$ cat config.mk
export PLATFORM = sky130hd
export DESIGN_NAME = lsu_axi_bridge_flat
export DESIGN_NICKNAME = d
export VERILOG_FILES = /design/src/hdl/axi_bus_pkg.sv /design/src/hdl/axi4_lite_beat_if.sv /design/src/hdl/lsu_axi_bridge.sv /design/src/flat_wrapper.sv
export SDC_FILE = /design/constraint.sdc
export NUM_CORES = 1
export LEC_CHECK = 0
export BUFFER_PORTS_ARGS = -buffer_cell sky130_fd_sc_hd__buf_2
export CAP_MARGIN = 20
export CORE_AREA = 2 2 152 154
export DETAILED_ROUTE_END_ITERATION = 16
export DIE_AREA = 0 0 154 156
export HOLD_SLACK_MARGIN = 0.15
export PLACE_DENSITY = 0.62
export SETUP_SLACK_MARGIN = 0.1
export SLEW_MARGIN = 15
export SYNTH_ARGS = -nofsm -noshare
export SYNTH_HDL_FRONTEND = slang
export SYNTH_SLANG_ARGS = --single-unit
$ cat constraint.sdc
create_clock -name i_aclk -period 4 [get_ports i_aclk]
set_clock_uncertainty 0.2 [all_clocks]
set_input_delay 0.8 -clock i_aclk [delete_from_list [all_inputs] [get_ports i_aclk]]
set_output_delay 0.8 -clock i_aclk [all_outputs]
set_load 0.02 [all_outputs]
$ cat src/hdl/axi_bus_pkg.sv
// AXI bus definitions
package axi_bus_pkg;

  // ------------------------------------------------------------
  // Bus widths
  // ------------------------------------------------------------
  localparam int ADDR_W = 32;
  localparam int DATA_W = 64;
  // One strobe bit per byte lane
  localparam int STRB_W = DATA_W / 8;

  // ------------------------------------------------------------
  // Response codes
  // ------------------------------------------------------------
  typedef enum logic [1:0] {
    RESP_OKAY   = 2'd0,
    RESP_SLVERR = 2'd2
  } axi_resp_e;

endpackage

$ cat src/hdl/axi4_lite_beat_if.sv
// Single-beat AXI4 link
interface axi4_lite_beat_if;

  // Write address
  logic [axi_bus_pkg::ADDR_W-1:0] aw_addr;
  logic                           aw_valid;
  logic                           aw_ready;

  // Write data
  logic [axi_bus_pkg::DATA_W-1:0] w_data;
  logic [axi_bus_pkg::STRB_W-1:0] w_strb;
  logic                           w_last;
  logic                           w_valid;
  logic                           w_ready;

  // Write response
  axi_bus_pkg::axi_resp_e         b_resp;
  logic                           b_valid;
  logic                           b_ready;

  // Read address
  logic [axi_bus_pkg::ADDR_W-1:0] ar_addr;
  logic                           ar_valid;
  logic                           ar_ready;

  // Read data
  logic [axi_bus_pkg::DATA_W-1:0] r_data;
  axi_bus_pkg::axi_resp_e         r_resp;
  logic                           r_last;
  logic                           r_valid;
  logic                           r_ready;

  modport master (
    output aw_addr, aw_valid, input aw_ready,
    output w_data, w_strb, w_last, w_valid, input w_ready,
    input b_resp, b_valid, output b_ready,
    output ar_addr, ar_valid, input ar_ready,
    input r_data, r_resp, r_last, r_valid, output r_ready
  );

  modport slave (
    input aw_addr, aw_valid, output aw_ready,
    input w_data, w_strb, w_last, w_valid, output w_ready,
    output b_resp, b_valid, input b_ready,
    input ar_addr, ar_valid, output ar_ready,
    output r_data, r_resp, r_last, r_valid, input r_ready
  );

endinterface

$ cat src/hdl/lsu_axi_bridge.sv
// Core request to AXI bridge
module lsu_axi_bridge (
  input  logic                           i_aclk,
  input  logic                           i_arst_n,
  input  logic                           i_req,
  input  logic                           i_we,
  input  logic [axi_bus_pkg::ADDR_W-1:0] i_addr,
  input  logic [axi_bus_pkg::DATA_W-1:0] i_wdata,
  input  logic [axi_bus_pkg::STRB_W-1:0] i_wstrb,
  output logic                           o_ack,
  output logic [axi_bus_pkg::DATA_W-1:0] o_rdata,
  output logic                           o_err,
  axi4_lite_beat_if.master               m_axi
);

  typedef enum logic [2:0] {
    IDLE,
    RD_ADDR,
    RD_DATA,
    WR_REQ,
    WR_RESP,
    ACK_HOLD
  } bridge_state_e;

  bridge_state_e                  state_q;
  logic                           aw_pend_q;
  logic                           w_pend_q;
  logic [axi_bus_pkg::ADDR_W-1:0] addr_q;
  logic [axi_bus_pkg::DATA_W-1:0] wdata_q;
  logic [axi_bus_pkg::STRB_W-1:0] wstrb_q;
  logic                           ar_fire;
  logic                           r_fire;
  logic                           aw_fire;
  logic                           w_fire;
  logic                           b_fire;

  assign ar_fire = m_axi.ar_valid && m_axi.ar_ready;
  assign r_fire  = m_axi.r_valid && m_axi.r_ready;
  assign aw_fire = m_axi.aw_valid && m_axi.aw_ready;
  assign w_fire  = m_axi.w_valid && m_axi.w_ready;
  assign b_fire  = m_axi.b_valid && m_axi.b_ready;

  // ------------------------------------------------------------
  // Request FSM
  // ------------------------------------------------------------
  always_ff @(posedge i_aclk or negedge i_arst_n) begin
    if (!i_arst_n) begin
      state_q   <= IDLE;
      aw_pend_q <= 1'b0;
      w_pend_q  <= 1'b0;
    end else begin
      case (state_q)
        IDLE: begin
          if (i_req && i_we) begin
            state_q   <= WR_REQ;
            aw_pend_q <= 1'b1;
            w_pend_q  <= 1'b1;
          end else if (i_req) begin
            state_q <= RD_ADDR;
          end
        end
        RD_ADDR: if (ar_fire) state_q <= RD_DATA;
        RD_DATA: if (r_fire && m_axi.r_last) state_q <= ACK_HOLD;
        WR_REQ: begin
          // AW and W may complete on different edges
          if (aw_fire) aw_pend_q <= 1'b0;
          if (w_fire) w_pend_q <= 1'b0;
          if ((aw_fire || !aw_pend_q) && (w_fire || !w_pend_q)) state_q <= WR_RESP;
        end
        WR_RESP: if (b_fire) state_q <= ACK_HOLD;
        ACK_HOLD: if (!i_req) state_q <= IDLE;
        default: state_q <= IDLE;
      endcase
    end
  end

  // Request payload, taken when a new access starts
  always_ff @(posedge i_aclk) begin
    if (state_q == IDLE && i_req) begin
      addr_q  <= i_addr;
      wdata_q <= i_wdata;
      wstrb_q <= i_wstrb;
    end
  end

  // Response capture
  always_ff @(posedge i_aclk) begin
    if (r_fire) begin
      o_rdata <= m_axi.r_data;
      o_err   <= (m_axi.r_resp == axi_bus_pkg::RESP_SLVERR);
    end else if (b_fire) begin
      o_err <= (m_axi.b_resp == axi_bus_pkg::RESP_SLVERR);
    end
  end

  assign m_axi.ar_addr  = addr_q;
  assign m_axi.ar_valid = (state_q == RD_ADDR);
  assign m_axi.r_ready  = (state_q == RD_DATA);
  assign m_axi.aw_addr  = addr_q;
  assign m_axi.aw_valid = aw_pend_q;
  assign m_axi.w_data   = wdata_q;
  assign m_axi.w_strb   = wstrb_q;
  assign m_axi.w_last   = 1'b1;
  assign m_axi.w_valid  = w_pend_q;
  assign m_axi.b_ready  = (state_q == WR_RESP);
  assign o_ack          = (state_q == ACK_HOLD);

  // Four-phase rule seen from the core side
  a_ack_hold: assert property (@(posedge i_aclk) disable iff (!i_arst_n)
    o_ack && i_req |=> o_ack);

endmodule

$ cat src/flat_wrapper.sv
// flat-port wrapper written by rule: the top's interface ports become plain ports
module lsu_axi_bridge_flat 
  (i_aclk, i_arst_n, i_req, i_we, i_addr, i_wdata, i_wstrb, o_ack, o_rdata, o_err, m_axi_aw_addr, m_axi_aw_valid, m_axi_aw_ready, m_axi_w_data, m_axi_w_strb, m_axi_w_last, m_axi_w_valid, m_axi_w_ready, m_axi_b_resp, m_axi_b_valid, m_axi_b_ready, m_axi_ar_addr, m_axi_ar_valid, m_axi_ar_ready, m_axi_r_data, m_axi_r_resp, m_axi_r_last, m_axi_r_valid, m_axi_r_ready);
  axi4_lite_beat_if m_axi_i ();
  input  logic i_aclk;
  input  logic i_arst_n;
  input  logic i_req;
  input  logic i_we;
  input  logic [axi_bus_pkg::ADDR_W-1:0] i_addr;
  input  logic [axi_bus_pkg::DATA_W-1:0] i_wdata;
  input  logic [axi_bus_pkg::STRB_W-1:0] i_wstrb;
  output logic o_ack;
  output logic [axi_bus_pkg::DATA_W-1:0] o_rdata;
  output logic o_err;
  output wire logic [$bits(m_axi_i.aw_addr)-1:0] m_axi_aw_addr;
  output wire logic [$bits(m_axi_i.aw_valid)-1:0] m_axi_aw_valid;
  input wire logic [$bits(m_axi_i.aw_ready)-1:0] m_axi_aw_ready;
  output wire logic [$bits(m_axi_i.w_data)-1:0] m_axi_w_data;
  output wire logic [$bits(m_axi_i.w_strb)-1:0] m_axi_w_strb;
  output wire logic [$bits(m_axi_i.w_last)-1:0] m_axi_w_last;
  output wire logic [$bits(m_axi_i.w_valid)-1:0] m_axi_w_valid;
  input wire logic [$bits(m_axi_i.w_ready)-1:0] m_axi_w_ready;
  input wire logic [$bits(m_axi_i.b_resp)-1:0] m_axi_b_resp;
  input wire logic [$bits(m_axi_i.b_valid)-1:0] m_axi_b_valid;
  output wire logic [$bits(m_axi_i.b_ready)-1:0] m_axi_b_ready;
  output wire logic [$bits(m_axi_i.ar_addr)-1:0] m_axi_ar_addr;
  output wire logic [$bits(m_axi_i.ar_valid)-1:0] m_axi_ar_valid;
  input wire logic [$bits(m_axi_i.ar_ready)-1:0] m_axi_ar_ready;
  input wire logic [$bits(m_axi_i.r_data)-1:0] m_axi_r_data;
  input wire logic [$bits(m_axi_i.r_resp)-1:0] m_axi_r_resp;
  input wire logic [$bits(m_axi_i.r_last)-1:0] m_axi_r_last;
  input wire logic [$bits(m_axi_i.r_valid)-1:0] m_axi_r_valid;
  output wire logic [$bits(m_axi_i.r_ready)-1:0] m_axi_r_ready;
  assign m_axi_aw_addr = m_axi_i.aw_addr;
  assign m_axi_aw_valid = m_axi_i.aw_valid;
  assign m_axi_i.aw_ready = m_axi_aw_ready;
  assign m_axi_w_data = m_axi_i.w_data;
  assign m_axi_w_strb = m_axi_i.w_strb;
  assign m_axi_w_last = m_axi_i.w_last;
  assign m_axi_w_valid = m_axi_i.w_valid;
  assign m_axi_i.w_ready = m_axi_w_ready;
  assign m_axi_i.b_resp = m_axi_b_resp;
  assign m_axi_i.b_valid = m_axi_b_valid;
  assign m_axi_b_ready = m_axi_i.b_ready;
  assign m_axi_ar_addr = m_axi_i.ar_addr;
  assign m_axi_ar_valid = m_axi_i.ar_valid;
  assign m_axi_i.ar_ready = m_axi_ar_ready;
  assign m_axi_i.r_data = m_axi_r_data;
  assign m_axi_i.r_resp = m_axi_r_resp;
  assign m_axi_i.r_last = m_axi_r_last;
  assign m_axi_i.r_valid = m_axi_r_valid;
  assign m_axi_r_ready = m_axi_i.r_ready;
  lsu_axi_bridge u_core (.i_aclk(i_aclk), .i_arst_n(i_arst_n), .i_req(i_req), .i_we(i_we), .i_addr(i_addr), .i_wdata(i_wdata), .i_wstrb(i_wstrb), .o_ack(o_ack), .o_rdata(o_rdata), .o_err(o_err), .m_axi(m_axi_i));
endmodule
### Yosys cells after proc, flatten, opt, wreduce, memory -nomap -nowiden

Index checks and enable logic that the tools add are counted.

* register bits after elaboration: 174
* logic and storage cells: 58
* input bits: 182
* output and inout port bits: 208

* reductions and logical operators: 19
* multiplexer cells: 15
* eq/ne operators: 16

Operator list (number)
* $mux 3: 7
* $pmux 3 s6: 1
* $logic_and 1x1->1: 9
* $ne 2x1->1 const B: 4
* $ne 2x2->1 const B: 4
* $eq 3x2->1 const B: 2
* $eq 3x3->1 const B: 2
* $reduce_and 3->1: 2
* $reduce_and 6->1: 1
* $mux 1: 5
* $eq 2x2->1 const B: 2
* $pmux 1 s2: 2
* $reduce_bool 2->1: 2
* $eq 3x1->1 const B: 1
* $logic_not 3->1: 1
* $ne 3x2->1 const B: 1
* $logic_not 1->1: 2
* $logic_or 1x1->1: 2

### Logic depth before layout (Yosys ltp)

* word-level depth: 5
* gate-level depth with buffers: 4

### Worst setup path after synthesis

No wires, ideal clock.

* path type: input to register
* start point: input i_req
* end point: register u_core.addr_q, in the netlist u_core.m_axi.ar_addr[0] (enable)
* slack: 69 ps
* stages: 1
* data arrival time: 3256 ps
* path buffers: 0
* library setup time: 475 ps
* cells stage by stage: and3_1

* word-level cells in the longest chain between the ends: 1

Ends and longest elaborated chain
* start, declared: RTL line flat_wrapper.sv:7 `input logic i_req;`
* $logic_and 1x1->1: RTL line lsu_axi_bridge.sv:79 `if (state_q == IDLE && i_req) begin`
* end signal, assigned: RTL line lsu_axi_bridge.sv:80 `addr_q <= i_addr;`
* end, declared: RTL line lsu_axi_bridge.sv:28 `logic [axi_bus_pkg::ADDR_W-1:0] addr_q;`

No other way between the ends.
A chain may end at the register's enable or synchronous reset.

### Worst setup path in the final report

* start point: register u_core.state_q[2]
* end point: output m_axi_b_ready

* word-level cells in the longest chain between the ends: 1

Ends and longest elaborated chain
* start, declared: RTL line lsu_axi_bridge.sv:25 `bridge_state_e state_q;`
* start signal, assigned: RTL line lsu_axi_bridge.sv:48 `state_q <= IDLE;`
* start signal, assigned: RTL line lsu_axi_bridge.sv:55 `state_q <= WR_REQ;`
* start signal, assigned: RTL line lsu_axi_bridge.sv:59 `state_q <= RD_ADDR;`
* $eq 3x3->1: RTL line lsu_axi_bridge.sv:105 `assign m_axi.b_ready = (state_q == WR_RESP);`
* end, declared: RTL line flat_wrapper.sv:25 `output wire logic [$bits(m_axi_i.b_ready)-1:0] m_axi_b_ready;`

No other way between the ends.

==> summary.txt <==
Power
  • Design Power: 0.00530 W
  • Pleak: 3.55 nW
  • Pwr dens: 630 nW/um2
  • Worst vdd ir: 236 uV

Setup path
  • Critical path type: flop to primary output
  • CP Capture Type: primary output
  • Critical Path RT: 3.00 ns
  • Reg-to-reg slack, setup: 1.65 ns
  • Crit Path Max Fanout: 8
  • Critical path arrival: 1.51 ns
  • CP Launch Type: flop

Clock network
  • Clock transition at path regs: 0.08 ns
  • Total CTS buffers: 17
  • Root buf cell: clkbuf_16
  • Max clock buf depth: 2
  • Post-CTS sizing: 0
  • Post-CTS Hold Buffers: 1
  • Postcts setup bufs: 0
  • Clk_lat worst skew: 0.41 ns
  • CTS H-Tree Depth: 4
  • CTS tree: built
  • Num Clock Sinks: 174

Floorplanning
  • Die area: 24000 um2
  • Ports: 390
  • Rows: 55
  • Core footprint: 22400 um2
  • Die Wd: 154 um
  • Die height: 156 um
  • Initial core utilization: 0.256

Timing
  • Fmax: 399 MHz
  • Final hold violations: 0
  • Tmin final: 2.51 ns
  • Slew headroom: 0.428
  • RSZ-0062 raised after global routing: false
  • Final Setup Violations: 0
  • Final Cycle Share: 0.627
  • Worst Tran Pin Value: 0.859 ns
  • Max-slew violation count: 0
  • Sum Neg Setup Slack: 0 ns

Placement
  • Detailed Place HPWL: 12100 um
  • Routability cong.: 0.756
  • Input/output buffers: 388

Logic synthesis
  • Dominant cells by area after synthesis: edfxtp_1 89%, buf_4 4.5%, dfrtp_1 2.2%, nand2b_1 0.55%, nand2_1 0.39%
  • Seq cells post-synth: 174
  • Post-synth top area share: 0.886
  • Mean Syn Cell Area: 22.8 um2
  • Post-synthesis cell count: 251
  • Syn nets: 433
  • Netlist cell types: 27
  • Register area share after synthesis: 0.908
  • Yosys Warn Count: 0
  • Post-Syn Area: 5730 um2
  • Yosys top cell by area: edfxtp_1

Status
  • Status: completed

Finish
  • Fillcell total: 2132
  • Total Nets Final: 808
  • Area added between synthesis and finish: 46.9%
  • Share of cells above drive strength 1: 0.665

Global route
  • Remaining global-route overflow: 0
  • Largest net degree at the start of global routing: 67
  • Vias in the first global route: 3681
  • First-pass GRT wire length: 21600 um
  • Tot GR Track Use: 0.126
  • Initial antenna violation count: 6

Detailed routing
  • Drt first-iter violations: 193
  • Drt pass-1 iters: 4
  • Via density: 3.93
  • Total wire length: 15800 um
  • Drt drc: 0
  • Routed vias: 3643
  • Wirelength per Cell: 17.1 um
  • Remaining antenna violation count after routing: 0

Hold path
  • Hold Crit Class: primary input to flop

Run
  • Max-cap violation count: 0
report_power, final:
group / internal (W) / leakage, nW / switching, W
clock: 0.000892 / 0.289 / 0.000770
combinational: 0.000347 / 1.65 / 0.000799
sequential: 0.00238 / 1.60 / 0.000110
total: 0.00362 / 3.55 / 0.00168
worst max-delay path, cell delays in order, from the launching register on:
cell     delay (ns)
dfrtp_1        0.50
nor2b_1        0.26
and2_1         0.17
buf_2          0.16
worst paths after layout:
| kind | startpoint | end | cells after the start |
|---|---|---|---|
| hold / removal | i_wdata[27] | u_core.m_axi.w_data[27]$_DFFE_PP_ | 1 |
| hold reg to reg | u_core.m_axi.aw_valid$_DFFE_PN0P_ | u_core.m_axi.aw_valid$_DFFE_PN0P_ | 1 |
| max in group asynchronous | i_arst_n | u_core.state_q[0]$_DFFE_PN0P_ | 2 |
| min in group asynchronous | i_arst_n | u_core.m_axi.w_valid$_DFFE_PN0P_ | 2 |
| setup / recovery | u_core.state_q[2]$_DFFE_PN0P_ | m_axi_b_ready | 3 |
| setup reg to reg | u_core.state_q[2]$_DFFE_PN0P_ | u_core.m_axi.w_data[6]$_DFFE_PP_ | 3 |
flip-flops by register name (all words and copies together), names as in the netlist:
name and cells:
u_core.o_rdata 64, u_core.m_axi.aw_valid 1, u_core.o_err 1, u_core.m_axi.w_strb 8, u_core.state_q 3, u_core.m_axi.w_valid 1, u_core.m_axi.w_data 64, u_core.m_axi.ar_addr 32
per-stage QoR:
stage / cells / hold slack [ns] / utilization / setup WS, ns / area, um2
global placement: 891 / 0.342 / 0.349 / 1.44 / 7800
detailed placement: 891 / 0.342 / 0.349 / 1.39 / 7800
global route: 923 / 0.311 / 0.376 / 1.34 / 8400
floorplan: 251 / 0.304 / - / 1.25 / 5730
CTS: 923 / 0.316 / 0.376 / 1.46 / 8400
finish: 926 / 0.350 / 0.376 / 1.49 / 8410
cells by family (layout without fill, tap and decap cells):
logic type | after synthesis | after routing | synth area share
AND/OR/NAND/NOR | 26 | 26 | 0.0262
AO/OA/AOI/OAI | 12 | 12 | 0.0155
other | 1 | 4 | 0.000655
multiplexers | 2 | 2 | 0.00350
flip-flops | 174 | 174 | 0.908
buffers and inverters | 36 | 423 | 0.0461
Yosys cell counts:
cell,instances
buf_4,34
nor2b_1,3
buf_2,1
a31oi_1,3
nand4_1,1
mux2i_1,2
a21oi_1,1
o211ai_1,1
nor2b_4,1
a21o_1,1
nand2b_1,5
nand2_1,6
nor3_1,2
o31a_1,1
nor2_1,2
edfxtp_1,169
and3_4,1
a32o_1,1
o21ai_0,1
conb_1,1
dfrtp_1,5
o2bb2ai_1,2
and3_1,1
o221ai_1,1
nand3_1,2
inv_1,1
and2_1,2
layout make-up:
| class | count | area (um2) | area share |
|---|---|---|---|
| inverter | 1 | 3.75 | 0.000446 |
| antenna | 3 | 7.51 | 0.000893 |
| timing repair buffer | 391 | 1980 | 0.235 |
| tap | 285 | 357 | 0.0424 |
| clock inverter | 14 | 170 | 0.0202 |
| multi-input combinational | 41 | 268 | 0.0318 |
| clock buffer | 17 | 425 | 0.0506 |
| sequential | 174 | 5200 | 0.618 |
routing by layer:
| metal | global-route usage | part of all wire |
|---|---|---|
| met5 | 0 | 0.0017 |
| met2 | 0.208 | 0.49 |
| met4 | 0.0405 | 0.011 |
| met3 | 0.0767 | 0.12 |
| met1 | 0.135 | 0.38 |
cells in the final DEF, fill, tap and decap left out, types with 2 or more instances in the layout:
cell | netlist | final
buf_2 | 1 | 388
clkinv_8 | 0 | 2
nand2b_1 | 5 | 5
nor3_1 | 2 | 2
diode_2 | 0 | 3
dfrtp_1 | 5 | 5
a31oi_1 | 3 | 3
inv_8 | 0 | 5
nor2_1 | 2 | 2
clkinv_4 | 0 | 4
and2_1 | 2 | 2
nand3_1 | 2 | 2
nor2b_1 | 3 | 3
edfxtp_1 | 169 | 169
o2bb2ai_1 | 2 | 2
clkbuf_16 | 0 | 17
mux2i_1 | 2 | 2
nand2_1 | 6 | 6
and3_4 | 1 | 2
(Power assumes the default switching activity.)
