==> config.mk <==
export PLATFORM = sky130hd
export DESIGN_NAME = axi4_sram_slave_flat
export DESIGN_NICKNAME = d
export VERILOG_FILES = /design/src/hdl/axi_bus_pkg.sv /design/src/hdl/sram_cfg_pkg.sv /design/src/hdl/axi4_lite_beat_if.sv /design/src/hdl/axi4_sram_slave.sv /design/src/flat_wrapper.sv
export SDC_FILE = /design/constraint.sdc
export NUM_CORES = 1
export LEC_CHECK = 0
export ABC_AREA = 1
export ABC_CLOCK_PERIOD_IN_PS = 2500
export BUFFER_PORTS_ARGS = -buffer_cell sky130_fd_sc_hd__buf_2
export CAP_MARGIN = 20
export CORE_AREA = 10 10 133 135
export CTS_CLUSTER_SIZE = 12
export DETAILED_ROUTE_END_ITERATION = 8
export DIE_AREA = 0 0 143 145
export SLEW_MARGIN = 20
export SYNTH_ARGS = -nofsm -noshare
export SYNTH_HDL_FRONTEND = slang
export SYNTH_SLANG_ARGS = --single-unit
export TNS_END_PERCENT = 10
==> constraint.sdc <==
create_clock -name i_aclk -period 2.5 [get_ports i_aclk]
set_input_delay 0.125 -clock i_aclk [delete_from_list [all_inputs] [get_ports i_aclk]]
set_output_delay 0.125 -clock i_aclk [all_outputs]
set_load 0.02 [all_outputs]
==> src/hdl/axi_bus_pkg.sv <==
// AXI bus definitions
package axi_bus_pkg;

  // ------------------------------------------------------------
  // Bus widths
  // ------------------------------------------------------------
  localparam int ADDR_W = 32;
  localparam int DATA_W = 64;
  // One strobe bit per byte lane
  localparam int STRB_W = DATA_W / 8;

  // ------------------------------------------------------------
  // Response codes
  // ------------------------------------------------------------
  typedef enum logic [1:0] {
    RESP_OKAY   = 2'd0,
    RESP_SLVERR = 2'd2
  } axi_resp_e;

endpackage

==> src/hdl/sram_cfg_pkg.sv <==
// SRAM geometry
package sram_cfg_pkg;

  // Word count and index width
  localparam int unsigned MEM_DEPTH = 256;
  localparam int IDX_W = $clog2(MEM_DEPTH);

  // Byte select bits inside a 64-bit word
  localparam int BYTE_OFS_W = 3;

  // First byte address past the array
  localparam int unsigned MEM_BYTES = MEM_DEPTH << BYTE_OFS_W;

endpackage

==> src/hdl/axi4_lite_beat_if.sv <==
// Single-beat AXI4 link
interface axi4_lite_beat_if;

  // Write address
  logic [axi_bus_pkg::ADDR_W-1:0] aw_addr;
  logic                           aw_valid;
  logic                           aw_ready;

  // Write data
  logic [axi_bus_pkg::DATA_W-1:0] w_data;
  logic [axi_bus_pkg::STRB_W-1:0] w_strb;
  logic                           w_last;
  logic                           w_valid;
  logic                           w_ready;

  // Write response
  axi_bus_pkg::axi_resp_e         b_resp;
  logic                           b_valid;
  logic                           b_ready;

  // Read address
  logic [axi_bus_pkg::ADDR_W-1:0] ar_addr;
  logic                           ar_valid;
  logic                           ar_ready;

  // Read data
  logic [axi_bus_pkg::DATA_W-1:0] r_data;
  axi_bus_pkg::axi_resp_e         r_resp;
  logic                           r_last;
  logic                           r_valid;
  logic                           r_ready;

  modport master (
    output aw_addr, aw_valid, input aw_ready,
    output w_data, w_strb, w_last, w_valid, input w_ready,
    input b_resp, b_valid, output b_ready,
    output ar_addr, ar_valid, input ar_ready,
    input r_data, r_resp, r_last, r_valid, output r_ready
  );

  modport slave (
    input aw_addr, aw_valid, output aw_ready,
    input w_data, w_strb, w_last, w_valid, output w_ready,
    output b_resp, b_valid, input b_ready,
    input ar_addr, ar_valid, output ar_ready,
    output r_data, r_resp, r_last, r_valid, input r_ready
  );

endinterface

==> src/hdl/axi4_sram_slave.sv <==
// AXI4 SRAM slave
module axi4_sram_slave (
  input  logic                               i_aclk,
  input  logic                               i_arst_n,
  axi4_lite_beat_if.slave                    s_axi,
  output logic                               o_mem_en,
  output logic [axi_bus_pkg::STRB_W-1:0]     o_mem_we,
  output logic [sram_cfg_pkg::IDX_W-1:0]     o_mem_idx,
  output logic [axi_bus_pkg::DATA_W-1:0]     o_mem_wdata,
  input  logic [axi_bus_pkg::DATA_W-1:0]     i_mem_rdata
);

  typedef enum logic {
    RD_IDLE,
    RD_DATA
  } rd_state_e;

  typedef enum logic [1:0] {
    WR_IDLE,
    WR_DATA,
    WR_RESP
  } wr_state_e;

  rd_state_e                          rd_state_q;
  wr_state_e                          wr_state_q;
  logic                               ar_fire;
  logic                               r_fire;
  logic                               aw_fire;
  logic                               w_fire;
  logic                               b_fire;
  logic                               ar_oor;
  logic                               aw_oor;
  logic                               rd_pend_q;
  logic                               r_valid_q;
  logic                               rd_err_q;
  logic                               wr_err_q;
  logic [sram_cfg_pkg::IDX_W-1:0]     aw_idx_q;
  logic [axi_bus_pkg::DATA_W-1:0]     r_data_q;

  assign ar_fire = s_axi.ar_valid && s_axi.ar_ready;
  assign r_fire  = s_axi.r_valid && s_axi.r_ready;
  assign aw_fire = s_axi.aw_valid && s_axi.aw_ready;
  assign w_fire  = s_axi.w_valid && s_axi.w_ready;
  assign b_fire  = s_axi.b_valid && s_axi.b_ready;

  // Address decode
  assign ar_oor = (s_axi.ar_addr >= sram_cfg_pkg::MEM_BYTES);
  assign aw_oor = (s_axi.aw_addr >= sram_cfg_pkg::MEM_BYTES);

  // ------------------------------------------------------------
  // Read channel
  // ------------------------------------------------------------
  always_ff @(posedge i_aclk or negedge i_arst_n) begin
    if (!i_arst_n) begin
      rd_state_q <= RD_IDLE;
      rd_pend_q  <= 1'b0;
      r_valid_q  <= 1'b0;
    end else begin
      rd_pend_q <= ar_fire;
      if (rd_pend_q) r_valid_q <= 1'b1;
      else if (r_fire) r_valid_q <= 1'b0;
      case (rd_state_q)
        RD_IDLE: if (ar_fire) rd_state_q <= RD_DATA;
        RD_DATA: if (r_fire) rd_state_q <= RD_IDLE;
        default: rd_state_q <= RD_IDLE;
      endcase
    end
  end

  always_ff @(posedge i_aclk) begin
    if (ar_fire) rd_err_q <= ar_oor;
    // SRAM output lands one cycle after the AR beat
    if (rd_pend_q) r_data_q <= rd_err_q ? '0 : i_mem_rdata;
  end

  // ------------------------------------------------------------
  // Write channel
  // ------------------------------------------------------------
  always_ff @(posedge i_aclk or negedge i_arst_n) begin
    if (!i_arst_n) begin
      wr_state_q <= WR_IDLE;
    end else begin
      case (wr_state_q)
        WR_IDLE: if (aw_fire) wr_state_q <= WR_DATA;
        WR_DATA: if (w_fire) wr_state_q <= WR_RESP;
        WR_RESP: if (b_fire) wr_state_q <= WR_IDLE;
        default: wr_state_q <= WR_IDLE;
      endcase
    end
  end

  always_ff @(posedge i_aclk) begin
    if (aw_fire) begin
      aw_idx_q <= s_axi.aw_addr[sram_cfg_pkg::BYTE_OFS_W +: sram_cfg_pkg::IDX_W];
      wr_err_q <= aw_oor;
    end
  end

  // Single SRAM port, reads are held off while a write beat is due
  assign s_axi.ar_ready = (rd_state_q == RD_IDLE) && (wr_state_q != WR_DATA);
  assign s_axi.r_valid  = r_valid_q;
  assign s_axi.r_data   = r_data_q;
  assign s_axi.r_resp   = rd_err_q ? axi_bus_pkg::RESP_SLVERR : axi_bus_pkg::RESP_OKAY;
  assign s_axi.r_last   = 1'b1;
  assign s_axi.aw_ready = (wr_state_q == WR_IDLE);
  assign s_axi.w_ready  = (wr_state_q == WR_DATA);
  assign s_axi.b_valid  = (wr_state_q == WR_RESP);
  assign s_axi.b_resp   = wr_err_q ? axi_bus_pkg::RESP_SLVERR : axi_bus_pkg::RESP_OKAY;

  // SRAM port
  assign o_mem_en    = (ar_fire && !ar_oor) || (w_fire && !wr_err_q);
  assign o_mem_we    = w_fire ? s_axi.w_strb : '0;
  assign o_mem_wdata = s_axi.w_data;
  assign o_mem_idx   = ar_fire ? s_axi.ar_addr[sram_cfg_pkg::BYTE_OFS_W +: sram_cfg_pkg::IDX_W]
                               : aw_idx_q;

  // ------------------------------------------------------------
  // Protocol checks
  // ------------------------------------------------------------
  a_r_hold: assert property (@(posedge i_aclk) disable iff (!i_arst_n)
    s_axi.r_valid && !s_axi.r_ready |=> s_axi.r_valid && $stable(s_axi.r_data));

  a_b_hold: assert property (@(posedge i_aclk) disable iff (!i_arst_n)
    s_axi.b_valid && !s_axi.b_ready |=> s_axi.b_valid && $stable(s_axi.b_resp));

  a_aw_w_excl: assert property (@(posedge i_aclk) disable iff (!i_arst_n)
    !(s_axi.aw_ready && s_axi.w_ready));

  // Single-beat bursts only
  a_w_last: assert property (@(posedge i_aclk) disable iff (!i_arst_n)
    w_fire |-> s_axi.w_last);

endmodule

==> src/flat_wrapper.sv <==
// flat-port wrapper written by rule: the top's interface ports become plain ports
module axi4_sram_slave_flat 
  (i_aclk, i_arst_n, o_mem_en, o_mem_we, o_mem_idx, o_mem_wdata, i_mem_rdata, s_axi_aw_addr, s_axi_aw_valid, s_axi_aw_ready, s_axi_w_data, s_axi_w_strb, s_axi_w_last, s_axi_w_valid, s_axi_w_ready, s_axi_b_resp, s_axi_b_valid, s_axi_b_ready, s_axi_ar_addr, s_axi_ar_valid, s_axi_ar_ready, s_axi_r_data, s_axi_r_resp, s_axi_r_last, s_axi_r_valid, s_axi_r_ready);
  axi4_lite_beat_if s_axi_i ();
  input  logic i_aclk;
  input  logic i_arst_n;
  output logic o_mem_en;
  output logic [axi_bus_pkg::STRB_W-1:0] o_mem_we;
  output logic [sram_cfg_pkg::IDX_W-1:0] o_mem_idx;
  output logic [axi_bus_pkg::DATA_W-1:0] o_mem_wdata;
  input  logic [axi_bus_pkg::DATA_W-1:0] i_mem_rdata;
  input wire logic [$bits(s_axi_i.aw_addr)-1:0] s_axi_aw_addr;
  input wire logic [$bits(s_axi_i.aw_valid)-1:0] s_axi_aw_valid;
  output wire logic [$bits(s_axi_i.aw_ready)-1:0] s_axi_aw_ready;
  input wire logic [$bits(s_axi_i.w_data)-1:0] s_axi_w_data;
  input wire logic [$bits(s_axi_i.w_strb)-1:0] s_axi_w_strb;
  input wire logic [$bits(s_axi_i.w_last)-1:0] s_axi_w_last;
  input wire logic [$bits(s_axi_i.w_valid)-1:0] s_axi_w_valid;
  output wire logic [$bits(s_axi_i.w_ready)-1:0] s_axi_w_ready;
  output wire logic [$bits(s_axi_i.b_resp)-1:0] s_axi_b_resp;
  output wire logic [$bits(s_axi_i.b_valid)-1:0] s_axi_b_valid;
  input wire logic [$bits(s_axi_i.b_ready)-1:0] s_axi_b_ready;
  input wire logic [$bits(s_axi_i.ar_addr)-1:0] s_axi_ar_addr;
  input wire logic [$bits(s_axi_i.ar_valid)-1:0] s_axi_ar_valid;
  output wire logic [$bits(s_axi_i.ar_ready)-1:0] s_axi_ar_ready;
  output wire logic [$bits(s_axi_i.r_data)-1:0] s_axi_r_data;
  output wire logic [$bits(s_axi_i.r_resp)-1:0] s_axi_r_resp;
  output wire logic [$bits(s_axi_i.r_last)-1:0] s_axi_r_last;
  output wire logic [$bits(s_axi_i.r_valid)-1:0] s_axi_r_valid;
  input wire logic [$bits(s_axi_i.r_ready)-1:0] s_axi_r_ready;
  assign s_axi_i.aw_addr = s_axi_aw_addr;
  assign s_axi_i.aw_valid = s_axi_aw_valid;
  assign s_axi_aw_ready = s_axi_i.aw_ready;
  assign s_axi_i.w_data = s_axi_w_data;
  assign s_axi_i.w_strb = s_axi_w_strb;
  assign s_axi_i.w_last = s_axi_w_last;
  assign s_axi_i.w_valid = s_axi_w_valid;
  assign s_axi_w_ready = s_axi_i.w_ready;
  assign s_axi_b_resp = s_axi_i.b_resp;
  assign s_axi_b_valid = s_axi_i.b_valid;
  assign s_axi_i.b_ready = s_axi_b_ready;
  assign s_axi_i.ar_addr = s_axi_ar_addr;
  assign s_axi_i.ar_valid = s_axi_ar_valid;
  assign s_axi_ar_ready = s_axi_i.ar_ready;
  assign s_axi_r_data = s_axi_i.r_data;
  assign s_axi_r_resp = s_axi_i.r_resp;
  assign s_axi_r_last = s_axi_i.r_last;
  assign s_axi_r_valid = s_axi_i.r_valid;
  assign s_axi_i.r_ready = s_axi_r_ready;
  axi4_sram_slave u_core (.i_aclk(i_aclk), .i_arst_n(i_arst_n), .s_axi(s_axi_i), .o_mem_en(o_mem_en), .o_mem_we(o_mem_we), .o_mem_idx(o_mem_idx), .o_mem_wdata(o_mem_wdata), .i_mem_rdata(i_mem_rdata));
endmodule
## Word-level counts from Yosys, hierarchy flattened

Index checks and enable logic that the tools add are counted.

| storage, ports and cells | value |
|---|---|
| register bits after elaboration | 79 |
| input port bits | 208 |
| output and inout bits | 155 |
| logic and storage cells | 44 |

| cells by class | value |
|---|---|
| order comparisons | 2 |
| eq/ne operators | 6 |
| multiplexer cells | 13 |
| bitwise logic cells | 1 |
| reduce and logical (&&, ||, !) cells | 14 |

Operators with widths:

| cell | count |
|---|---|
| 32-bit by 12-bit >= comparator with 1-bit output, second input constant | 2 |
| 8-bit two-way mux | 2 |
| 2-bit two-way mux | 5 |
| 1-bit logical AND | 8 |
| 2-bit != test, second input constant | 3 |
| 2-bit one-hot mux with 3 select lines | 1 |
| 1-bit two-way mux | 4 |
| 3-bit AND reduction | 1 |
| 2-bit by 1-bit equality test with 1-bit output, second input constant | 1 |
| 2-bit equality test, second input constant | 1 |
| 1-bit zero test | 2 |
| 2-bit zero test | 1 |
| 2-bit by 1-bit != test with 1-bit output, second input constant | 1 |
| 1-bit one-hot mux with 2 select lines | 1 |
| 2-bit nonzero test | 1 |
| 1-bit logical OR | 1 |
| 1-bit NOT | 1 |

## Depth between registers and ports, before layout

Gate-level depths: netlist of the first run.

| depth | value |
|---|---|
| depth after elaboration | 5 |
| gate-level depth with buffers | 7 |

## Worst setup path before layout of the first run

Ideal clock, no wire load.

| timing path | value |
|---|---|
| path type | reg-to-reg |
| from | register u_core.rd_pend_q |
| to | register u_core.r_data_q, in the netlist u_core.s_axi.r_data[0], enable pin |
| library setup time | 422 ps |
| arrival time | 1602 ps |
| slack | 476 ps |
| stages on the path, launching flop included | 1 |
| period minus slack after synthesis | 2024 ps |
| cell sequence | dfrtp_1 |

RTL lines:

| element | RTL line | source |
|---|---|---|
| from (decl) | axi4_sram_slave.sv:33 | `logic rd_pend_q;` |
| from (signal assigned) | axi4_sram_slave.sv:59 | `rd_pend_q <= ar_fire;` |
| to (signal assigned) | axi4_sram_slave.sv:73 | `if (rd_pend_q) r_data_q <= rd_err_q ? '0 : i_mem_rdata;` |
| to (decl) | axi4_sram_slave.sv:38 | `logic [axi_bus_pkg::DATA_W-1:0] r_data_q;` |

No word-level cell between the ends.

## Worst setup path in the final report of the first run

| timing path | value |
|---|---|
| from | register u_core.wr_state_q[0] |
| to | output port o_mem_idx[5] in the netlist's numbering |

| on the way | value |
|---|---|
| longest elaborated chain between the ends | 4 |

Ends and longest elaborated chain:

| element | RTL line | source |
|---|---|---|
| from (decl) | axi4_sram_slave.sv:25 | `wr_state_e wr_state_q;` |
| from (signal assigned) | axi4_sram_slave.sv:81 | `wr_state_q <= WR_IDLE;` |
| from (signal assigned) | axi4_sram_slave.sv:84 | `WR_IDLE: if (aw_fire) wr_state_q <= WR_DATA;` |
| from (signal assigned) | axi4_sram_slave.sv:85 | `WR_DATA: if (w_fire) wr_state_q <= WR_RESP;` |
| 2-bit by 1-bit != test with 1-bit output | axi4_sram_slave.sv:100 | `assign s_axi.ar_ready = (rd_state_q == RD_IDLE) && (wr_state_q != WR_DATA);` |
| 1-bit logical AND | axi4_sram_slave.sv:100 |  |
| 1-bit logical AND | axi4_sram_slave.sv:40 | `assign ar_fire = s_axi.ar_valid && s_axi.ar_ready;` |
| 8-bit two-way mux | axi4_sram_slave.sv:114 | `assign o_mem_idx = ar_fire ? s_axi.ar_addr[sram_cfg_pkg::BYTE_OFS_W +: sram_cfg_pkg::IDX_W]` |
| to (decl) | flat_wrapper.sv:9 | `output logic [sram_cfg_pkg::IDX_W-1:0] o_mem_idx;` |

Every way passes these cells.

==> key figures, run 1 <==
Global route
  – Largest net degree at the start of global routing: 66
  – Overall Global Routing Usage: 0.142
  – Global-route wire length before repair: 21200 um
  – Number of global-route vias before repair: 2944
  – GR Overflow Total: 0
  – Initial antenna violation count: 1

Floorplan
  – Die Span X: 143 um
  – Row count: 45
  – Effective utilization at floorplan: 0.253
  – Die H: 145 um
  – I/O pins: 363
  – Core ar.: 15000 um2
  – Die area: 20700 um2

Timing
  – Setup repair after global routing missed its margin: no
  – Worst slew pin tran: 0.708 ns
  – Fin crit share: 0.736
  – Final Critical Period: 1.84 ns
  – Fin. max-slew vios: 0
  – Final setup fails: 0
  – Final hold slack: 0.0461 ns
  – Fin. Hold Viols: 0
  – Max-Slew Margin vs Limit: 0.528
  – Final clock skew: 0.00650 ns
  – Total Neg Setup Slack: 0 ns
  – Fmax: 543 MHz

Critical path
  – CP max stage delay: 0.41 ns
  – WS Path Type: register to output pin
  – Worst setup EP type: output pin
  – Slowest-stage cell, CP: dfrtp_1
  – Worst setup SP type: register
  – Reg2Reg Depth: 2
  – Crit path cell chain: nand2_2 -> nand2_2 -> nor2_4 -> inv_2 -> nand2_1 -> nand2_1 -> buf_2
  – CP required: 2.38 ns
  – Crit path arrival time: 1.72 ns
  – Max FO, Critical Path: 12

Clock network
  – CTS Buf Count: 9
  – Clock Root Buffer: clkbuf_16
  – CTS tree: built
  – Clk buf depth: 2
  – CTS H-Tree Depth: 3
  – Reg clk slew, reported paths: 0.06 ns
  – Clock latency on the worst-skew pair: 0.34 ns
  – Post-CTS Setup Bufs: 0
  – CTS Sinks: 79

Drt
  – Initial DRT Pass Iterations: 4
  – Detail Route Antenna Nets: 0
  – Total number of vias: 2917
  – DR WL/cell: 20.9 um
  – Via/cell ratio: 3.89
  – Initial DRC count: 117
  – DRC violations left: 0
  – Final wirelength: 15700 um

Synthesis
  – Mapped Avg Cell Area: 9.94 um2
  – Synth area leaders: edfxtp_1, buf_4, nor2_1, inv_1, dfrtp_1
  – Commonest cells post-synth: nor2_1, inv_1, edfxtp_1
  – Synth top area share: 0.583
  – Post-synthesis cell area: 3810 um2
  – Post-synth top area cell: edfxtp_1
  – Count leader, synth: nor2_1
  – Gate Count Post-Synth: 383
  – EDFF count, synth: 74
  – #FFs+latches synth: 79
  – Yosys warnings: 0
  – Cell variety after synth: 20
  – Part of the Yosys area used for sequential elements: 0.616
  – Synth Flop Type: edfxtp_1
  – Async SR Flop Fraction: 0.0633

Place
  – Number of buffer cells added on primary ports: 224
  – Post-DP HPWL: 13200 um
  – DP Cell Count: 722
  – RD Place Congestion: 0.828

Flow run
  – Max Cap Violations: 0

Layout
  – Non-filler instance count after layout: 749
  – Area of the multi-input gates: 597 um2
  – # fillers: 1545
  – Core Util, Final: 0.338
  – Area grow syn2layout: 33.6%
  – FF+latch area: 2350 um2
  – Layout net count: 763
  – Fraction of layout cells with a size suffix above 1: 0.448

Pwr
  – Final Power: 4.75 mW
  – Worst VDD drop: 0.000387 V
  – Pwr dens: 933 nW/um2
  – P_leak: 2.61 nW

Run status
  – Outcome: complete, no violations

Worst hold path
  – Min-Delay Path Class: primary input to register
  – Hold path cells: 2
[stage by stage]
step | instance area [um2] | worst slack (ns)
finish | 5090 | 0.659
global route | 5090 | 0.518
CTS | 5090 | 0.606
detailed placement | 4640 | 0.986
global placement | 4640 | 0.970
floorplan | 3810 | 0.476
[report_power, final]
group / switching [mW] / total (mW) / internal [mW]
Sequential: 0.106 / 1.90 / 1.79
Combinational: 0.912 / 1.32 / 0.404
Clock: 0.550 / 1.53 / 0.981
[placed cells by master, fill, tap and decap left out, types with 2 or more instances in the layout]
cell           netlist  final
buf_2                7    224
nor2_1              97     97
inv_1               78     78
edfxtp_1            74     74
nand2_1             33     33
dlygate4sd3_1        0     10
clkbuf_16            0      9
dfrtp_1              5      4
inv_2                3      3
nand4_1              3      3
conb_1               2      3
bufinv_16            0      3
nand2_2              2      2
nand3_1              2      2
clkinv_2             0      2
buf_4               69      2
[state kept, by name, indices dropped and copies added (netlist names)]
| register | count |
|---|---|
| u_core.s_axi.r_valid | 1 |
| u_core.rd_pend_q | 1 |
| u_core.wr_err_q | 1 |
| u_core.wr_state_q | 2 |
| u_core.aw_idx_q | 8 |
| u_core.rd_err_q | 1 |
| u_core.rd_state_q | 1 |
| u_core.s_axi.r_data | 64 |
[final cells by class]
cell class / instances / share of cell area
clock buffer: 9 / 0.0443
sequential: 79 / 0.462
multi-input combinational: 147 / 0.117
timing repair buffer: 237 / 0.247
clock inverter: 7 / 0.0236
antenna: 1 / 0.000492
inverter: 81 / 0.0597
tap: 188 / 0.0462
[critical path, delay by kind of cell (launching register included)]
| family | cells | cell delay (ns) |
|---|---|---|
| buffers and inverters | 2 | 0.30 |
| flip-flops | 1 | 0.41 |
| AND/OR/NAND/NOR | 5 | 0.66 |
[what timing repair did]
item	CTS	global route
hold buffers	10	0
resized for setup	0	0
hold endpoints to repair	14	0
[per-layer routing]
layer / track usage / vias up / part of all wire
met3: 0.0847 / 21 / 0.14
met4: 0.0552 / 0 / 0.023
met2: 0.247 / 214 / 0.51
li1: - / 1432 / -
met5: 0.00750 / - / 0
met1: 0.130 / 1250 / 0.32
[path summary, 6_finish.rpt]
| path | start | end | slack (ns) |
|---|---|---|---|
| worst max-delay path | u_core.wr_state_q[0]$_DFFE_PN0P_ | o_mem_idx[5] | 0.66 |
| worst min-delay path | s_axi_w_valid | u_core.wr_state_q[0]$_DFFE_PN0P_ | 0.05 |
| worst max register to register | u_core.rd_err_q$_DFFE_PP_ | u_core.s_axi.r_data[63]$_SDFFCE_PP0P_ | 1.18 |
| worst min register to register | u_core.rd_state_q$_DFF_PN0_ | u_core.rd_state_q$_DFF_PN0_ | 0.48 |
| max in group asynchronous | i_arst_n | u_core.rd_pend_q$_DFF_PN0_ | 2.19 |
| min in group asynchronous | i_arst_n | u_core.rd_pend_q$_DFF_PN0_ | 0.15 |
[logic make-up (layout without fill, tap and decap cells)]
group | after synthesis | count (layout) | synth area share
buffers and inverters | 158 | 334 | 0.228
flip-flops | 79 | 79 | 0.616
other | 2 | 4 | 0.00197
AO/OA/AOI/OAI | 3 | 3 | 0.00559
AND/OR/NAND/NOR | 141 | 141 | 0.148
Note: power is estimated with default switching activity, not from simulation.
==> inputs of run 2 (changes only) <==
ABC_CLOCK_PERIOD_IN_PS = 1660   (was 2500)
CORE_AREA = unset   (was 10 10 133 135)
CORE_ASPECT_RATIO = 0.5   (was unset)
CORE_MARGIN = 10   (was unset)
CORE_UTILIZATION = 33   (was unset)
DIE_AREA = unset   (was 0 0 143 145)
PLACE_DENSITY = 0.77   (was unset)
clock period = 1.66 ns   (was 2.5 ns; I/O delays follow)
==> key figures, run 2 (same netlist as run 1, synthesis figures left out) <==
Run status
  – Outcome: complete, no violations

Timing
  – Final setup fails: 0
  – Fin. Hold Viols: 0
  – Final Critical Period: 1.61 ns
  – Fin. max-slew vios: 0
  – Fmax: 623 MHz
  – Setup repair after global routing missed its margin: yes
  – Final clock skew: 0.00422 ns
  – Fin crit share: 0.968

Floorplan
  – Die Span X: 172 um
  – Row count: 27
  – Effective utilization at floorplan: 0.342
  – Die H: 96.0 um
  – Core ar.: 11100 um2
  – I/O pins: 363
  – Die area: 16500 um2

Critical path
  – WS Path Type: register to output pin
  – Worst setup SP type: register
  – Worst setup EP type: output pin
  – Crit path cell chain: nand2_4 -> nand2_4 -> nor2_4 -> buf_12 -> nand2_1 -> nand2_1 -> buf_6
  – Slowest-stage cell, CP: dfrtp_1
  – Crit path arrival time: 1.52 ns
  – Max FO, Critical Path: 8
  – CP max stage delay: 0.43 ns
  – CP required: 1.58 ns

Drt
  – Metal3 WL: 1820 um
  – Total number of vias: 2942
  – Initial DRT Pass Iterations: 4
  – DRC violations left: 0
  – Detail Route Antenna Nets: 0
  – Via/cell ratio: 4.13
  – Met2 routed WL: 7890 um
  – DR WL/cell: 18.9 um
  – Final wirelength: 13500 um
  – Met1 WL: 3570 um
  – Initial DRC count: 122
  – Top Metal Used: met4

Layout
  – Largest register FFs: 64
  – Fraction of layout cells with a size suffix above 1: 0.472
  – Most common cell after layout, fill and taps aside: buf_2
  – Area grow syn2layout: 36.4%
  – Layout net count: 769
  – Most frequent cells in the layout: buf_2, nor2_1, inv_1
  – Non-filler instance count after layout: 712

Clock network
  – CTS Buf Count: 9
  – CTS Sinks: 79
  – CTS H-Tree Depth: 3
  – Reg clk slew, reported paths: 0.06 ns
  – Clk buf depth: 2
  – Clock latency on the worst-skew pair: 0.32 ns
  – Clock Root Buffer: clkbuf_16
  – CTS tree: built

Place
  – Number of buffer cells added on primary ports: 224
  – Post-DP HPWL: 11200 um
  – DP Cell Count: 680
  – RD Place Congestion: 0.772

Global route
  – Initial antenna violation count: 1
  – Largest net degree at the start of global routing: 66
  – Overall Global Routing Usage: 0.147
  – GR Overflow Total: 0
  – Number of global-route vias before repair: 2939
  – Global-route wire length before repair: 18100 um

Flow run
  – Max Cap Violations: 0

Worst hold path
  – Min-Delay Path Class: primary input to register

Pwr
  – P_leak: 2.67 nW
  – Final Power: 7.29 mW
  – Pwr dens: 1400 nW/um2
  – Worst VDD drop: 0.000499 V
[run 2: repair_timing]
| action | CTS | global route |
|---|---|---|
| resized for setup | 5 | 27 |
| setup endpoints to repair | 9 | 9 |
| hold buffers | 10 | 0 |
| pin swaps | 1 | 12 |
| endpoints found under the hold margin | 14 | 0 |
| buffers inserted | 1 | 4 |
| gates cloned | 0 | 0 |
[run 2: path summary, 6_finish.rpt]
kind | start | to | slack (ns) | cells past startpoint
min reg2reg | u_core.rd_state_q$_DFF_PN0_ | u_core.rd_state_q$_DFF_PN0_ | 0.50 | 2
max in group asynchronous | i_arst_n | u_core.rd_pend_q$_DFF_PN0_ | 1.39 | 2
min in group asynchronous | i_arst_n | u_core.wr_state_q[0]$_DFFE_PN0P_ | 0.13 | 2
min | s_axi_w_valid | u_core.wr_state_q[0]$_DFFE_PN0P_ | 0.02 | 2
max | u_core.wr_state_q[0]$_DFFE_PN0P_ | o_mem_idx[2] | 0.05 | 7
max reg2reg | u_core.wr_state_q[0]$_DFFE_PN0P_ | u_core.aw_idx_q[6]$_DFFE_PP_ | 0.37 | 4
[run 2: routing by layer]
metal / GRT usage / up-vias
met5: 0 / -
met1: 0.111 / 1333
li1: - / 1440
met4: 0.0406 / 0
met3: 0.100 / 16
met2: 0.295 / 153
[run 2: power breakdown]
group          switching (mW)  total [mW]  internal, mW
Combinational            1.46        2.30         0.840
Clock                   0.750        2.11          1.36
Sequential              0.174        2.88          2.70
[run 2: critical path: cells and delay by family, from the launching register on]
| kind | cells | cell delay, ns |
|---|---|---|
| flip-flops | 1 | 0.43 |
| AND/OR/NAND/NOR | 5 | 0.49 |
| buffers and inverters | 2 | 0.28 |
[run 2: cell type report]
class                           count  area (um2)
Fill cell                        1076        5950
Sequential cell                    79        2350
Timing Repair Buffer              243        1400
Multi-Input combinational cell    147         634
Inverter                           81         307
Clock buffer                       11         243
Tap cell                          145         181
Clock inverter                      5        82.6
Antenna cell                        1        2.50
[run 2: through the flow]
step	setup slack (ns)	setup TNS [ns]	util	cell area, um2	hold slack, ns
2_1_floorplan	0.0385	0	-	3810	-0.213
3_3_place_gp	0.316	0	0.414	4620	-0.0947
3_5_place_dp	0.300	0	0.414	4620	-0.0945
4_1_cts	0.000121	0	0.455	5080	0.00777
5_1_grt	-0.0427	-0.283	0.466	5190	0.0180
6_report	0.0539	0	0.466	5190	0.0245
==> inputs of run 3 (changes only) <==
RECOVER_POWER = 25   (was unset)
==> key figures, run 3 (same netlist as run 1, synthesis figures left out) <==
Worst hold path
  – Hold path cells: 2
  – Min-Delay Path Class: primary input to register

Drt
  – Final wirelength: 13500 um
  – Initial DRC count: 122
  – DR WL/cell: 18.9 um
  – DRC violations left: 0
  – Total number of vias: 2944
  – Detail Route Antenna Nets: 0
  – Via/cell ratio: 4.13
  – Initial DRT Pass Iterations: 4

Clock network
  – CTS tree: built
  – Reg clk slew, reported paths: 0.06 ns
  – Clock latency on the worst-skew pair: 0.32 ns
  – CTS Buf Count: 9
  – CTS H-Tree Depth: 3
  – Clk buf depth: 2
  – Clock Root Buffer: clkbuf_16
  – CTS Sinks: 79

Pwr
  – Pwr dens: 1400 nW/um2
  – Clock power frac: 0.290
  – Cell Int Power: 4.90 mW
  – Sequential Power Share: 0.395
  – Comb power frac: 0.315
  – Worst VDD drop: 0.000500 V
  – Sw frac: 0.327
  – P_leak: 2.67 nW
  – Sw power: 2.38 mW

Layout
  – Non-filler instance count after layout: 712
  – Most common cell after layout, fill and taps aside: buf_2
  – Layout net count: 769
  – Most frequent cells in the layout: buf_2, nor2_1, inv_1
  – Fraction of layout cells with a size suffix above 1: 0.470
  – Largest register FFs: 64
  – # fillers: 1075
  – Design area: 5190 um2
  – Area grow syn2layout: 36.3%

Timing
  – Final setup margin: 0.0536 ns
  – Fin crit share: 0.968
  – Final clock skew: 0.00423 ns
  – Fmax: 623 MHz
  – Final setup fails: 0
  – Setup repair after global routing missed its margin: yes
  – Final Critical Period: 1.61 ns
  – Fin. Hold Viols: 0
  – Fin. max-slew vios: 0

Floorplan
  – Effective utilization at floorplan: 0.342
  – Core ar.: 11100 um2
  – I/O pins: 363
  – Row count: 27
  – Die Span X: 172 um
  – Die area: 16500 um2
  – Die H: 96.0 um

Global route
  – Global-route wire length before repair: 18100 um
  – Overall Global Routing Usage: 0.147
  – GR Overflow Total: 0
  – Number of global-route vias before repair: 2939
  – Initial antenna violation count: 1
  – Largest net degree at the start of global routing: 66

Critical path
  – Crit path arrival time: 1.52 ns
  – Reg2Reg Depth: 4
  – CP required: 1.58 ns
  – CP max stage delay: 0.43 ns
  – Slowest-stage cell, CP: dfrtp_1
  – Crit path cell chain: nand2_4 -> nand2_4 -> nor2_4 -> buf_12 -> nand2_1 -> nand2_1 -> buf_6
  – Reg2Reg Setup Slack: 0.37 ns
  – Crit path depth: 7
  – CP delay by family, top: simple AND/OR/NAND/NOR gates
  – Max FO, Critical Path: 8
  – Worst setup SP type: register
  – CP bufs+invs: 2
  – WS Path Type: register to output pin
  – Worst setup EP type: output pin

Flow run
  – Max Cap Violations: 0

Place
  – Pre-CTS WS: 0.300 ns
  – Placement Cell Area: 4620 um2
  – DP Cell Count: 680
  – Post-DP HPWL: 11200 um
  – Number of buffer cells added on primary ports: 224
  – RD Place Congestion: 0.772

Run status
  – Outcome: complete, no violations
[run 3: changes by cell type in the layout (fill, tap and decap cells not counted)]
cell / delta
buf_2: -1
clkbuf_1: +1
[run 3: path summary, 6_finish.rpt]
kind / start / endpoint
max in group asynchronous: i_arst_n / u_core.rd_pend_q$_DFF_PN0_
setup / recovery: u_core.wr_state_q[0]$_DFFE_PN0P_ / o_mem_idx[2]
setup reg to reg: u_core.wr_state_q[0]$_DFFE_PN0P_ / u_core.aw_idx_q[6]$_DFFE_PP_
hold reg to reg: u_core.rd_state_q$_DFF_PN0_ / u_core.rd_state_q$_DFF_PN0_
min in group asynchronous: i_arst_n / u_core.wr_state_q[0]$_DFFE_PN0P_
hold / removal: s_axi_w_valid / u_core.wr_state_q[0]$_DFFE_PN0P_
[run 3: final cells by class]
| cell class | instances | area [um2] | share of cell area |
|---|---|---|---|
| inverter | 81 | 307 | 0.0590 |
| clock buffer | 11 | 243 | 0.0467 |
| antenna | 1 | 2.50 | 0.000482 |
| clock inverter | 5 | 82.6 | 0.0159 |
| tap | 145 | 181 | 0.0349 |
| multi-input combinational | 147 | 634 | 0.122 |
| sequential | 79 | 2350 | 0.452 |
| timing repair buffer | 243 | 1390 | 0.268 |
[run 3: what timing repair did]
action	in CTS	in global routing
hold buffers	10	0
buffers inserted	1	4
resized for setup	5	27
pin swaps	1	12
gates cloned	0	0
endpoints found under the hold margin	14	0
setup endpoints to repair	9	9
[run 3: layer usage]
metal | routed length [um] | share of wire | GRT usage
met1 | 3550 | 0.26 | 0.111
met2 | 7890 | 0.59 | 0.295
met5 | 0 | 0 | 0
met4 | 191 | 0.014 | 0.0406
met3 | 1840 | 0.14 | 0.100
[run 3: power by group through the flow]
stage / logic [mW] / clock network, mW / registers (mW)
final: 2.30 / 2.11 / 2.88
after floorplan: 0.822 / 0 / 3.44
after detailed placement: 2.02 / 0 / 2.91
after global placement: 1.98 / 0 / 2.89
after CTS: 2.10 / 2.17 / 2.87
after global routing: 2.45 / 2.26 / 2.92
[run 3: metrics by stage]
stage | util | power [mW] | setup TNS [ns] | hold WS (ns)
6_report | 0.466 | 7.29 | 0 | 0.0242
5_1_grt | 0.466 | 7.63 | -0.283 | 0.0180
4_1_cts | 0.455 | 7.15 | 0 | 0.00777
3_5_place_dp | 0.414 | 4.93 | 0 | -0.0945
3_3_place_gp | 0.414 | 4.86 | 0 | -0.0947
2_1_floorplan | - | 4.26 | 0 | -0.213
